==> src/logic/fetch_pkg.sv <==
`default_nettype none

package fetch_pkg;

    // core widths.
    localparam int XLEN    = 32;                  // data and pc width.
    localparam int EPOCH_W = 2;                   // redirect epoch tag width.

    // instruction word geometry.
    localparam int WORD_LSB = 2;                  // byte offset bits in a pc.
    localparam int PC_STEP  = 4;                  // bytes per sequential fetch.

    // run/halt state of the pc generator.
    typedef enum logic {
        FE_RUN  = 1'b0,                           // issuing sequential requests.
        FE_HALT = 1'b1                            // parked after a nuke.
    } t_fe_state;

    // stimulus opcodes for the testbench table.
    typedef enum logic [2:0] {
        OP_LOAD     = 3'd0,                       // preload memory words.
        OP_RUN      = 3'd1,                       // fetch with decode always ready.
        OP_MISPRED  = 3'd2,                       // branch mispredict pulse.
        OP_NUKE     = 3'd3,                       // retire nuke pulse.
        OP_RESUME   = 3'd4,                       // resume after nuke.
        OP_STALLRUN = 3'd5                        // fetch with random decode stalls.
    } t_tb_op;

endpackage

`default_nettype wire

==> src/logic/fe_buf.sv <==
`timescale 1ns/1ps
`default_nettype none

module fe_buf
    import fetch_pkg::*;
#(
    parameter int IMEM_WORDS = 128,               // memory depth in words.
    parameter int FB_DEPTH   = 4                  // queue entries.
) (
    input  logic                          clk,
    input  logic                          rst,

    input  logic                          fe_req_valid,
    input  logic [XLEN-1:0]               fe_req_pc,
    input  logic [EPOCH_W-1:0]            fe_req_epoch,
    input  logic [EPOCH_W-1:0]            cur_epoch,
    output logic                          fb_ready,

    output logic                          ic_req_valid,
    output logic [$clog2(IMEM_WORDS)-1:0] ic_req_addr,
    input  logic                          ic_rsp_valid,
    input  logic [XLEN-1:0]               ic_rsp_data,

    input  logic                          decode_ready_de0,
    output logic                          valid_fe1,
    output logic [XLEN-1:0]               instr_fe1,
    output logic [XLEN-1:0]               pc_fe1
);

    localparam int IDX_W = $clog2(IMEM_WORDS);
    localparam int PTR_W = $clog2(FB_DEPTH);
    localparam int CNT_W = $clog2(FB_DEPTH + 1);
    localparam int OCC_W = CNT_W + 1;             // queue plus two in flight.

    // in-flight record, one stage per memory stage.
    logic               s1_vld, s2_vld;
    logic [XLEN-1:0]    s1_pc, s2_pc;
    logic [EPOCH_W-1:0] s1_ep, s2_ep;

    // instruction queue.
    logic [XLEN-1:0]    q_instr [FB_DEPTH];
    logic [XLEN-1:0]    q_pc    [FB_DEPTH];
    logic [EPOCH_W-1:0] q_ep    [FB_DEPTH];
    logic [PTR_W-1:0]   wr_ptr, rd_ptr;
    logic [CNT_W-1:0]   q_count;

    logic               push, pop;
    logic               head_vld, head_cur;
    logic [OCC_W-1:0]   occupancy;

    // slots already promised plus slots in use.
    assign occupancy = OCC_W'(q_count) + OCC_W'(s1_vld) + OCC_W'(s2_vld);
    assign fb_ready  = occupancy < OCC_W'(FB_DEPTH);

    assign ic_req_valid = fe_req_valid & fb_ready;
    assign ic_req_addr  = fe_req_pc[WORD_LSB +: IDX_W];  // wraps modulo depth.

    // shift record, matches the two-cycle memory.
    always_ff @(posedge clk) begin
        if (rst) begin
            s1_vld <= 1'b0;
            s2_vld <= 1'b0;
        end else begin
            s1_vld <= ic_req_valid;
            s2_vld <= s1_vld;
        end
        s1_pc <= fe_req_pc;
        s1_ep <= fe_req_epoch;
        s2_pc <= s1_pc;
        s2_ep <= s1_ep;
    end

    assign head_vld = (q_count != '0);
    assign head_cur = (q_ep[rd_ptr] == cur_epoch);

    // stale responses never enter.
    assign push = ic_rsp_valid & (s2_ep == cur_epoch);
    // stale head drains without decode.
    assign pop  = head_vld & (~head_cur | decode_ready_de0);

    always_ff @(posedge clk) begin
        if (push) begin
            q_instr[wr_ptr] <= ic_rsp_data;
            q_pc[wr_ptr]    <= s2_pc;
            q_ep[wr_ptr]    <= s2_ep;
        end
    end

    always_ff @(posedge clk) begin
        if (rst) begin
            wr_ptr  <= '0;
            rd_ptr  <= '0;
            q_count <= '0;
        end else begin
            if (push) begin
                wr_ptr <= (wr_ptr == PTR_W'(FB_DEPTH - 1)) ? '0 : wr_ptr + 1'b1;
            end
            if (pop) begin
                rd_ptr <= (rd_ptr == PTR_W'(FB_DEPTH - 1)) ? '0 : rd_ptr + 1'b1;
            end
            case ({push, pop})
                2'b10:   q_count <= q_count + 1'b1;
                2'b01:   q_count <= q_count - 1'b1;
                default: q_count <= q_count;
            endcase
        end
    end

    // head goes straight to decode.
    assign valid_fe1 = head_vld & head_cur;
    assign instr_fe1 = q_instr[rd_ptr];
    assign pc_fe1    = q_pc[rd_ptr];

    // memory must only answer what was asked two cycles back.
    a_rsp_tracked: assert property (@(posedge clk) disable iff (rst)
        ic_rsp_valid |-> s2_vld)
        else $error("fe_buf: response with no in-flight record");

    // a stalled head holds unless a redirect kills it.
    a_hold_stall: assert property (@(posedge clk) disable iff (rst)
        (valid_fe1 && !decode_ready_de0) ##1 (cur_epoch == $past(cur_epoch))
        |-> valid_fe1 && $stable(instr_fe1) && $stable(pc_fe1))
        else $error("fe_buf: decode output changed under stall");

endmodule

`default_nettype wire

==> src/logic/fe_ctl.sv <==
`timescale 1ns/1ps
`default_nettype none

module fe_ctl
    import fetch_pkg::*;
#(
    parameter logic [XLEN-1:0] RESET_PC = '0      // first fetch address.
) (
    input  logic               clk,
    input  logic               rst,

    input  logic               br_mispred_valid,  // execute redirect.
    input  logic [XLEN-1:0]    br_mispred_target,
    input  logic               nuke_valid,        // retire redirect, halts fetch.
    input  logic [XLEN-1:0]    nuke_target,
    input  logic               resume_fetch,      // leaves halt.

    input  logic               fb_ready,          // buffer has a free slot.
    output logic               fe_req_valid,
    output logic [XLEN-1:0]    fe_req_pc,
    output logic [EPOCH_W-1:0] fe_req_epoch,
    output logic [EPOCH_W-1:0] cur_epoch
);

    t_fe_state          state;                    // run/halt.
    logic [XLEN-1:0]    pc;                       // next fetch address.
    logic [EPOCH_W-1:0] epoch;                    // bumps on every redirect.

    logic               redirect;                 // any redirect this cycle.
    logic [XLEN-1:0]    redirect_pc;              // chosen redirect target.
    logic               req_fire;                 // request taken by buffer.

    // nuke wins over a same-cycle mispredict.
    always_comb begin
        redirect    = nuke_valid | br_mispred_valid;
        redirect_pc = nuke_valid ? nuke_target : br_mispred_target;
    end

    // no request in a redirect cycle, its pc is already dead.
    assign fe_req_valid = (state == FE_RUN) & ~redirect;
    assign fe_req_pc    = pc;
    assign fe_req_epoch = epoch;
    assign cur_epoch    = epoch;                  // buffer filters on this.

    assign req_fire = fe_req_valid & fb_ready;

    // pc register.
    always_ff @(posedge clk) begin
        if (rst) begin
            pc <= RESET_PC;
        end else if (redirect) begin
            pc <= redirect_pc;                    // restart at target.
        end else if (req_fire) begin
            pc <= pc + XLEN'(PC_STEP);            // sequential path.
        end
    end

    // epoch counter, wraps freely.
    always_ff @(posedge clk) begin
        if (rst) begin
            epoch <= '0;
        end else if (redirect) begin
            epoch <= epoch + EPOCH_W'(1);
        end
    end

    // run/halt FSM.
    always_ff @(posedge clk) begin
        if (rst) begin
            state <= FE_RUN;
        end else begin
            case (state)
                FE_RUN: begin
                    if (nuke_valid) begin
                        state <= FE_HALT;         // wait for retire to release.
                    end
                end
                FE_HALT: begin
                    if (resume_fetch && !nuke_valid) begin
                        state <= FE_RUN;
                    end
                end
                default: begin
                    state <= FE_RUN;
                end
            endcase
        end
    end

    // after a nuke nothing is requested until retire lets go.
    a_halt_no_req: assert property (@(posedge clk) disable iff (rst)
        nuke_valid |=> (!fe_req_valid until resume_fetch))
        else $error("fe_ctl: request issued while halted after nuke");

    // redirect targets and reset pc must keep fetch word aligned.
    a_pc_aligned: assert property (@(posedge clk) disable iff (rst)
        fe_req_valid |-> (fe_req_pc[WORD_LSB-1:0] == '0))
        else $error("fe_ctl: unaligned fetch pc %h", fe_req_pc);

endmodule

`default_nettype wire

==> src/logic/fetch.sv <==
`timescale 1ns/1ps
`default_nettype none

module fetch
    import fetch_pkg::*;
#(
    parameter int              IMEM_WORDS = 128,
    parameter int              FB_DEPTH   = 4,
    parameter logic [XLEN-1:0] RESET_PC   = '0
) (
    input  logic                          clk,
    input  logic                          rst,

    input  logic                          br_mispred_valid,
    input  logic [XLEN-1:0]               br_mispred_target,
    input  logic                          nuke_valid,
    input  logic [XLEN-1:0]               nuke_target,
    input  logic                          resume_fetch,

    output logic                          ic_req_valid,
    output logic [$clog2(IMEM_WORDS)-1:0] ic_req_addr,
    input  logic                          ic_rsp_valid,
    input  logic [XLEN-1:0]               ic_rsp_data,

    input  logic                          decode_ready_de0,
    output logic                          valid_fe1,
    output logic [XLEN-1:0]               instr_fe1,
    output logic [XLEN-1:0]               pc_fe1
);

    logic               fe_req_valid;             // ctl to buffer request.
    logic [XLEN-1:0]    fe_req_pc;
    logic [EPOCH_W-1:0] fe_req_epoch;
    logic [EPOCH_W-1:0] cur_epoch;                // live epoch for filtering.
    logic               fb_ready;

    fe_ctl #(
        .RESET_PC (RESET_PC)
    ) fe_ctl (
        .clk,
        .rst,
        .br_mispred_valid,
        .br_mispred_target,
        .nuke_valid,
        .nuke_target,
        .resume_fetch,
        .fb_ready,
        .fe_req_valid,
        .fe_req_pc,
        .fe_req_epoch,
        .cur_epoch
    );

    fe_buf #(
        .IMEM_WORDS (IMEM_WORDS),
        .FB_DEPTH   (FB_DEPTH)
    ) fe_buf (
        .clk,
        .rst,
        .fe_req_valid,
        .fe_req_pc,
        .fe_req_epoch,
        .cur_epoch,
        .fb_ready,
        .ic_req_valid,
        .ic_req_addr,
        .ic_rsp_valid,
        .ic_rsp_data,
        .decode_ready_de0,
        .valid_fe1,
        .instr_fe1,
        .pc_fe1
    );

endmodule

`default_nettype wire

==> src/logic/fetch_top.sv <==
`timescale 1ns/1ps
`default_nettype none

module fetch_top
    import fetch_pkg::*;
#(
    parameter int              IMEM_WORDS = 128,  // power of two.
    parameter int              FB_DEPTH   = 4,    // two or more.
    parameter logic [XLEN-1:0] RESET_PC   = '0    // word aligned.
) (
    input  logic                          clk,
    input  logic                          rst,

    input  logic                          load_en,
    input  logic [$clog2(IMEM_WORDS)-1:0] load_addr,
    input  logic [XLEN-1:0]               load_data,

    input  logic                          br_mispred_valid,
    input  logic [XLEN-1:0]               br_mispred_target,
    input  logic                          nuke_valid,
    input  logic [XLEN-1:0]               nuke_target,
    input  logic                          resume_fetch,

    input  logic                          decode_ready_de0,
    output logic                          valid_fe1,
    output logic [XLEN-1:0]               instr_fe1,
    output logic [XLEN-1:0]               pc_fe1
);

    logic                          ic_req_valid;  // fetch to memory.
    logic [$clog2(IMEM_WORDS)-1:0] ic_req_addr;
    logic                          ic_rsp_valid;  // memory to fetch.
    logic [XLEN-1:0]               ic_rsp_data;

    fetch #(
        .IMEM_WORDS (IMEM_WORDS),
        .FB_DEPTH   (FB_DEPTH),
        .RESET_PC   (RESET_PC)
    ) fetch (
        .clk,
        .rst,
        .br_mispred_valid,
        .br_mispred_target,
        .nuke_valid,
        .nuke_target,
        .resume_fetch,
        .ic_req_valid,
        .ic_req_addr,
        .ic_rsp_valid,
        .ic_rsp_data,
        .decode_ready_de0,
        .valid_fe1,
        .instr_fe1,
        .pc_fe1
    );

    imem #(
        .IMEM_WORDS (IMEM_WORDS)
    ) imem (
        .clk,
        .rst,
        .load_en,
        .load_addr,
        .load_data,
        .ic_req_valid,
        .ic_req_addr,
        .ic_rsp_valid,
        .ic_rsp_data
    );

endmodule

`default_nettype wire

==> src/logic/imem.sv <==
`timescale 1ns/1ps
`default_nettype none

module imem
    import fetch_pkg::*;
#(
    parameter int IMEM_WORDS = 128                // depth, power of two.
) (
    input  logic                          clk,
    input  logic                          rst,

    // preload port.
    input  logic                          load_en,
    input  logic [$clog2(IMEM_WORDS)-1:0] load_addr,
    input  logic [XLEN-1:0]               load_data,

    // fetch read port.
    input  logic                          ic_req_valid,
    input  logic [$clog2(IMEM_WORDS)-1:0] ic_req_addr,
    output logic                          ic_rsp_valid,
    output logic [XLEN-1:0]               ic_rsp_data
);

    localparam int IDX_W = $clog2(IMEM_WORDS);

    logic [XLEN-1:0]  mem [IMEM_WORDS];           // word storage.

    logic             rd_vld;                     // stage one valid.
    logic [IDX_W-1:0] rd_addr;                    // stage one address.

    // preload writes.
    always_ff @(posedge clk) begin
        if (load_en) begin
            mem[load_addr] <= load_data;
        end
    end

    // stage one captures the request.
    always_ff @(posedge clk) begin
        if (rst) begin
            rd_vld <= 1'b0;
        end else begin
            rd_vld <= ic_req_valid;
        end
        rd_addr <= ic_req_addr;
    end

    // stage two reads the array into the data register.
    always_ff @(posedge clk) begin
        if (rst) begin
            ic_rsp_valid <= 1'b0;
        end else begin
            ic_rsp_valid <= rd_vld;
        end
        ic_rsp_data <= mem[rd_addr];             // no bubble, one read per cycle.
    end

endmodule

`default_nettype wire

==> config.mk <==
export PLATFORM = sky130hd
export DESIGN_NAME = fetch_top
export DESIGN_NICKNAME = d
export VERILOG_FILES = /design/src/logic/fetch_pkg.sv /design/src/logic/fe_buf.sv /design/src/logic/fe_ctl.sv /design/src/logic/fetch.sv /design/src/logic/fetch_top.sv /design/src/logic/imem.sv
export SDC_FILE = /design/constraint.sdc
export NUM_CORES = 2
export LEC_CHECK = 0
export ABC_CLOCK_PERIOD_IN_PS = 8600
export BUFFER_PORTS_ARGS = -buffer_cell sky130_fd_sc_hd__clkbuf_2
export CORE_MARGIN = 2
export CORE_UTILIZATION = 35
export CTS_CLUSTER_SIZE = 40
export DETAILED_ROUTE_END_ITERATION = 8
export PLACE_DENSITY_LB_ADDON = 0.05
export SETUP_SLACK_MARGIN = 0.3
export SLEW_MARGIN = 15
export SYNTH_ARGS = -nofsm -noshare
export SYNTH_HDL_FRONTEND = slang
export SYNTH_HIERARCHICAL = 1
export SYNTH_MEMORY_MAX_BITS = 65536
export SYNTH_SLANG_ARGS = --single-unit
==> constraint.sdc <==
create_clock -name clk -period 8.6 [get_ports clk]
set_input_delay 0.86 -clock clk [delete_from_list [all_inputs] [get_ports clk]]
set_output_delay 0.86 -clock clk [all_outputs]
set_load 0.02 [all_outputs]
## After elaboration in Yosys (flattened, before gate mapping)

Memories as Yosys holds them, arrays and structs flattened. A register that Yosys moved wholly into a read port is not among the register bits.
Cells that the tools add are included.

- Register bits after elaboration: 119
- RAM bits: 4360
- Input bits: 110
- Output and inout port bits: 65
- Logic and storage cells: 66
- Memories: 4

Memories:

| memory | depth | bits a word | read ports | clocked after memory_dff | wr ports | line | text |
|---|---|---|---|---|---|---|---|
| imem.mem | 128 | 32 | 1 | 1 | 1 | imem.sv:26 | `logic [XLEN-1:0] mem [IMEM_WORDS];` |
| fetch.fe_buf.q_instr | 4 | 32 | 1 | 1 | 1 | fe_buf.sv:41 | `logic [XLEN-1:0] q_instr [FB_DEPTH];` |
| fetch.fe_buf.q_pc | 4 | 32 | 1 | 1 | 1 | fe_buf.sv:42 | `logic [XLEN-1:0] q_pc [FB_DEPTH];` |
| fetch.fe_buf.q_ep | 4 | 2 | 1 | 1 | 1 | fe_buf.sv:43 | `logic [EPOCH_W-1:0] q_ep [FB_DEPTH];` |

- Add/sub/neg operators: 8
- Order comparisons: 1
- Equality and inequality tests: 6
- Mux-type cells: 19
- Bitwise gates (word level): 10
- Reduce and logical (&&, ||, !) cells: 5

Operator list:

| operator | count |
|---|---|
| 32-bit two-way mux | 3 |
| 32-bit by 3-bit adder with 32-bit output (second input constant) | 1 |
| 2-bit two-way mux | 8 |
| 2-bit by 1-bit adder with 2-bit output (second input constant) | 3 |
| 2-bit equality test (second input constant) | 3 |
| 1-bit two-way mux | 6 |
| 3-bit one-hot mux with 2 select lines | 1 |
| 1-bit bitwise AND | 5 |
| 3-bit by 1-bit adder with 4-bit output | 1 |
| 4-bit by 1-bit adder with 4-bit output | 1 |
| 2-bit equality test | 2 |
| 4-bit by 3-bit less-than comparator with 1-bit output (second input constant) | 1 |
| 2-bit nonzero test | 2 |
| 3-bit by 1-bit adder with 3-bit output (second input constant) | 1 |
| 1-bit NOT | 3 |
| 3-bit nonzero test | 1 |
| 3-bit by 1-bit subtractor with 3-bit output (second input constant) | 1 |
| 2-bit by 1-bit equality test with 1-bit output (second input constant) | 1 |
| 1-bit OR | 2 |
| 1-bit one-hot mux with 2 select lines | 1 |
| 1-bit logical AND | 1 |
| 1-bit zero test | 1 |

## Longest topological paths before layout

- Depth in word-level cells: 6
- Gate-level depth with buffers: 10
- Depth with buffers taken out: 9

## Hierarchy

The synthesis kept the hierarchy.

By module, submodules not included:

| module | times used | cells an instance | area an instance (um2) | sequential area each (um2) |
|---|---|---|---|---|
| imem | 1 | 6001 | 156436.3 | 123818.8 |
| fe_buf | 1 | 495 | 11586.1 | 9509.1 |
| fe_ctl | 1 | 339 | 2432.3 | 700.7 |

## Worst setup path before layout

Ideal clock, no wire load.

- Kind: input port to flip-flop
- Start point: in load_en
- End point: mem imem.mem[98][0], enable pin
- Setup time: 0.461 ns
- Arrival: 3.638 ns
- Required time: 8.139 ns
- Path slack: 4.501 ns
- Stages on the path: 3
- Buffers on the path: 1
- Cells stage by stage: clkbuf_1 nand4_1 nor3_1

- Cells in the longest elaborated chain, start to end: 2

RTL lines:

| element | line | text |
|---|---|---|
| start: declaration | fetch_top.sv:14 | `input logic load_en,` |
| 1-bit two-way mux | imem.sv:33 | `if (load_en) begin` |
| 1-bit two-way mux (implied by the code) | imem.sv:34 | `mem[load_addr] <= load_data;` |
| end: declaration | imem.sv:26 |  |

Every way passes these cells.

==> impl_summary.md <==
Synthesis
Of the post-synthesis cell area, the dominant cell type holds 0.768. The Yosys step of the flow raised 6 warnings. The fraction of registers with async set or reset after synthesis is 0.

In this run the cell area of the synthesized design comes to between 150000 and 200000 um2. The largest total area in the synthesized netlist belongs to edfxtp_1. The number of different library cells used by synthesis comes to 62. The number of synthesized flops with an enable pin is around 4.4k. In the synthesized netlist the dominant register cell turns out to be edfxtp_1. Of the synthesized area, sequential elements account for 0.786. When the netlist entered floorplanning its net count stood at 6953. Synthesis inferred 4515 register bits. After synthesis, the cell types taking the most area are edfxtp_1, mux4_2, dfxtp_1, clkbuf_1, nor2_1.

The average cell area after synthesis is ~25 um2. The post-synthesis instance total is 6835.

Critical path
The worst register-to-register path has a setup slack of 3.88 ns. The nature of the critical path endpoint is a flip-flop. The highest fanout seen on the critical path is 52.

The worst-case reg-to-reg path depth is 6. In this run the worst setup path terminates at imem/ic_rsp_data[12]. The most critical setup path has its startpoint at imem/rd_addr[0].

The worst setup path is launched from a flip-flop. The startpoint identified for the worst register-to-register timing path is imem/rd_addr[0]. Data on the critical path is required at its endpoint by 9.52 ns. The critical path is of the reg2reg type. The worst register-to-register path ends at imem/ic_rsp_data[12]. For the worst setup path, the data arrival time is 5.64 ns.

Floorplanning
The overall die width is 702 um. The die height is 702 um. The die covers 493000 um2.

The floorplan step defined a core boundary enclosing 486000 um2. The site row count is 256. The starting density of the core is 0.351. Pin placement for this block handled 175 I/O pins.

Pwr
IR analysis of the VDD net gives a maximum drop of slightly above 0.2 mV. Power spread over the standard cell area amounts to around 260 nW/um2. Summed over all cells, the static leakage comes to 59.4 nW. The overall power is roughly 50 mW.

STA
Setup repair after global routing left no endpoint under its margin. The worst slew margin relative to its limit is 0.186. The part of the cycle the worst path needs is 0.549. The final total negative setup slack is 0 ns.

The post-route worst setup slack is 3.88 ns. The transition time at the pin with the least slew margin is 1.22 ns. The maximum frequency from static timing analysis is 212 MHz.

The hold violation total from the final report came to 0. The post-route clock skew is 0.0556 ns. The minimum clock period after layout is 4.72 ns.

Setup violations remaining at the end of the flow were counted as 0. The number of max-slew violations in the final report is 0.

Clocking
The maximum number of buffers from clock root to sink is 4. In this run, CTS created clock tree buffers numbering 518. The TritonCTS clock tree is done. In this run the post-CTS setup repair buffer count came out at 0. CTS placed an instance of clkbuf_16 at the clock tree root. The register clock-pin slew on the reported worst setup and hold paths is 0.06 ns. The H-tree generated during clock tree synthesis spans 6 levels. The clock latency of the later-clocked register in the worst-skew pair is 1.06 ns. The number of buffers inserted by hold repair at cts is 6. The TritonCTS sink count is 4515. The post-cts sizing count is 0.

Finish
The count of non-filler cells in the finished layout is between 10k and 15k. Of the cells placed in the final design, the portion with a size suffix greater than 1 is 0.345. The layout has 42.4k filler cells. For this run, the post-layout net count is 7536. Registers take about 130000 um2. The area occupied by multi-input gates is approximately 36000 um2. The layout-stage area growth over the synthesis result is 15.7%.

Place
The congestion estimate from routability-driven global placement came to approximately 0.77. During placement, the flow inserted port buffers numbering roughly 170. The worst setup slack after placement is 3.75 ns. The estimated wirelength of the detail-placed design is a little under 300000 um. The count of placed standard cells including taps is approximately 13k.

Routing
The number of antenna-violating nets in the routed design is 0. The detailed-router iteration count before antenna repair is 6. The detailed-route via count is 79.3k. The number of vias per cell after detailed routing is around 5.5.

Wires add up to roughly 550000 um. Dividing the detail-routed wire length by the instance count gives around 38 um. In this run, the number of DRC markers left after iteration 0 of detailed routing was between 9k and 10k. The post-detailed-route DRC marker count is 0.

GRT
Entering global routing, the biggest net connects 138 pins. The total overflow reported by the global router is 0. The number of global-route vias before repair is 81.8k. The initial antenna violation count is 89. The global-route wire length before repair is 733000 um. For this run, the total global-route usage over all layers was measured as 0.220.

Run status
The run finished with clean final reports.

Job
Max-cap violations in this run came to 0.

Hold path
The classification of the worst-slack hold path is in2reg.
-- stage by stage --
step	area (um2)	util	hold slack, ns
floorplan	170000	-	0.310
global placement	181000	0.373	0.313
detailed placement	181000	0.373	0.312
CTS	197000	0.406	0.00970
global route	197000	0.406	0.0765
finish	197000	0.406	0.116
-- power breakdown --
part	internal, mW	switching (mW)	total [mW]
logic	1.98	3.03	5.01
registers	24.3	0.348	24.7
clock network	12.2	8.86	21.0
total	38.5	12.2	50.7
-- routing by layer --
layer	up-vias	global-route usage	share of wire
li1	30948	-	-
met1	45012	0.323	0.45
met2	2706	0.352	0.47
met3	625	0.0323	0.059
met4	26	0.0422	0.019
met5	-	0	0.00031
-- flip-flops by register name, indices dropped and copies added, names as in the netlist, 3 cells and up, named ones only --
register,cells
imem/mem,4096
fetch/fe_buf/q_instr,128
fetch/fe_buf/q_pc,128
fetch/fe_buf/s1_pc,32
fetch/fe_buf/s2_pc,32
fetch/fe_ctl/fe_req_pc,32
imem/ic_rsp_data,32
fetch/fe_buf/q_ep,8
imem/rd_addr,7
fetch/fe_buf/q_count,3
-- worst min path at each step --
stage,start,end,slack [ns],cells past startpoint
6_report,nuke_target[15],fetch/fe_ctl/fe_req_pc[15],0.12,3
3_5_place_dp,fetch/fe_buf/s1_pc[22],fetch/fe_buf/s2_pc[22],0.31,0
4_1_cts,resume_fetch,fetch/fe_ctl/state,0.01,4
5_1_grt,nuke_target[15],fetch/fe_ctl/fe_req_pc[15],0.08,3
3_3_place_gp,fetch/fe_buf/s1_ep[0],fetch/fe_buf/s2_ep[0],0.31,0
2_1_floorplan,fetch/fe_buf/s1_ep[0],fetch/fe_buf/s2_ep[0],0.31,0
-- placed cells by master, fill, tap and decap left out, types with 61 or more instances in the layout --
cell          n
clkinv_1    114
dfxtp_1     146
clkbuf_2    142
buf_4       256
edfxtp_1   4360
mux4_2     1408
clkbuf_1    146
clkbuf_16   541
nand2_1      61
nor2_4      119
-- worst max-delay path, stage by stage (launching register included) --
cell and delay, ns:
dfxtp_4 0.87, buf_12 0.49, buf_4 0.76, mux4_2 0.61, mux4_2 0.64, mux4_2 0.67, mux2_2 0.33
-- cell usage after synthesis, drive strengths merged, types with 7 or more instances --
| library cell | number |
|---|---|
| a211oi | 8 |
| a21oi | 39 |
| and2 | 8 |
| buf | 157 |
| clkbuf | 208 |
| dfxtp | 155 |
| edfxtp | 4360 |
| ha | 7 |
| inv | 18 |
| mux2 | 34 |
| mux2i | 19 |
| mux4 | 1408 |
| nand2 | 64 |
| nand3 | 22 |
| nand4 | 17 |
| nor2 | 162 |
| nor2b | 16 |
| nor3 | 25 |
| nor4 | 9 |
| o21ai | 23 |
| xnor2 | 9 |
| xor2 | 8 |
-- final cells by class --
class                           instances  share of cell area
Multi-Input combinational cell       1937               0.182
Tap cell                             6450              0.0409
Clock inverter                        233             0.00884
Antenna cell                           21            0.000266
Inverter                               18            0.000343
Clock buffer                          700              0.0723
Timing Repair Buffer                  428              0.0161
Sequential cell                      4515               0.680
-- kinds of logic (layout without fill, tap and decap cells) --
logic type               Yosys count  count (layout)  share of synthesized area
adder cells (fa/ha/maj)            8               8                   0.000631
other                              0              21                          0
buffers and inverters            383            1379                    0.00929
AO/OA/AOI/OAI                    101             101                    0.00376
XOR/XNOR                          17              17                   0.000918
flip-flops                      4515            4515                      0.786
multiplexers                    1461            1461                      0.189
AND/OR/NAND/NOR                  350             350                    0.00971
Note: power is estimated with default switching activity, not from simulation.
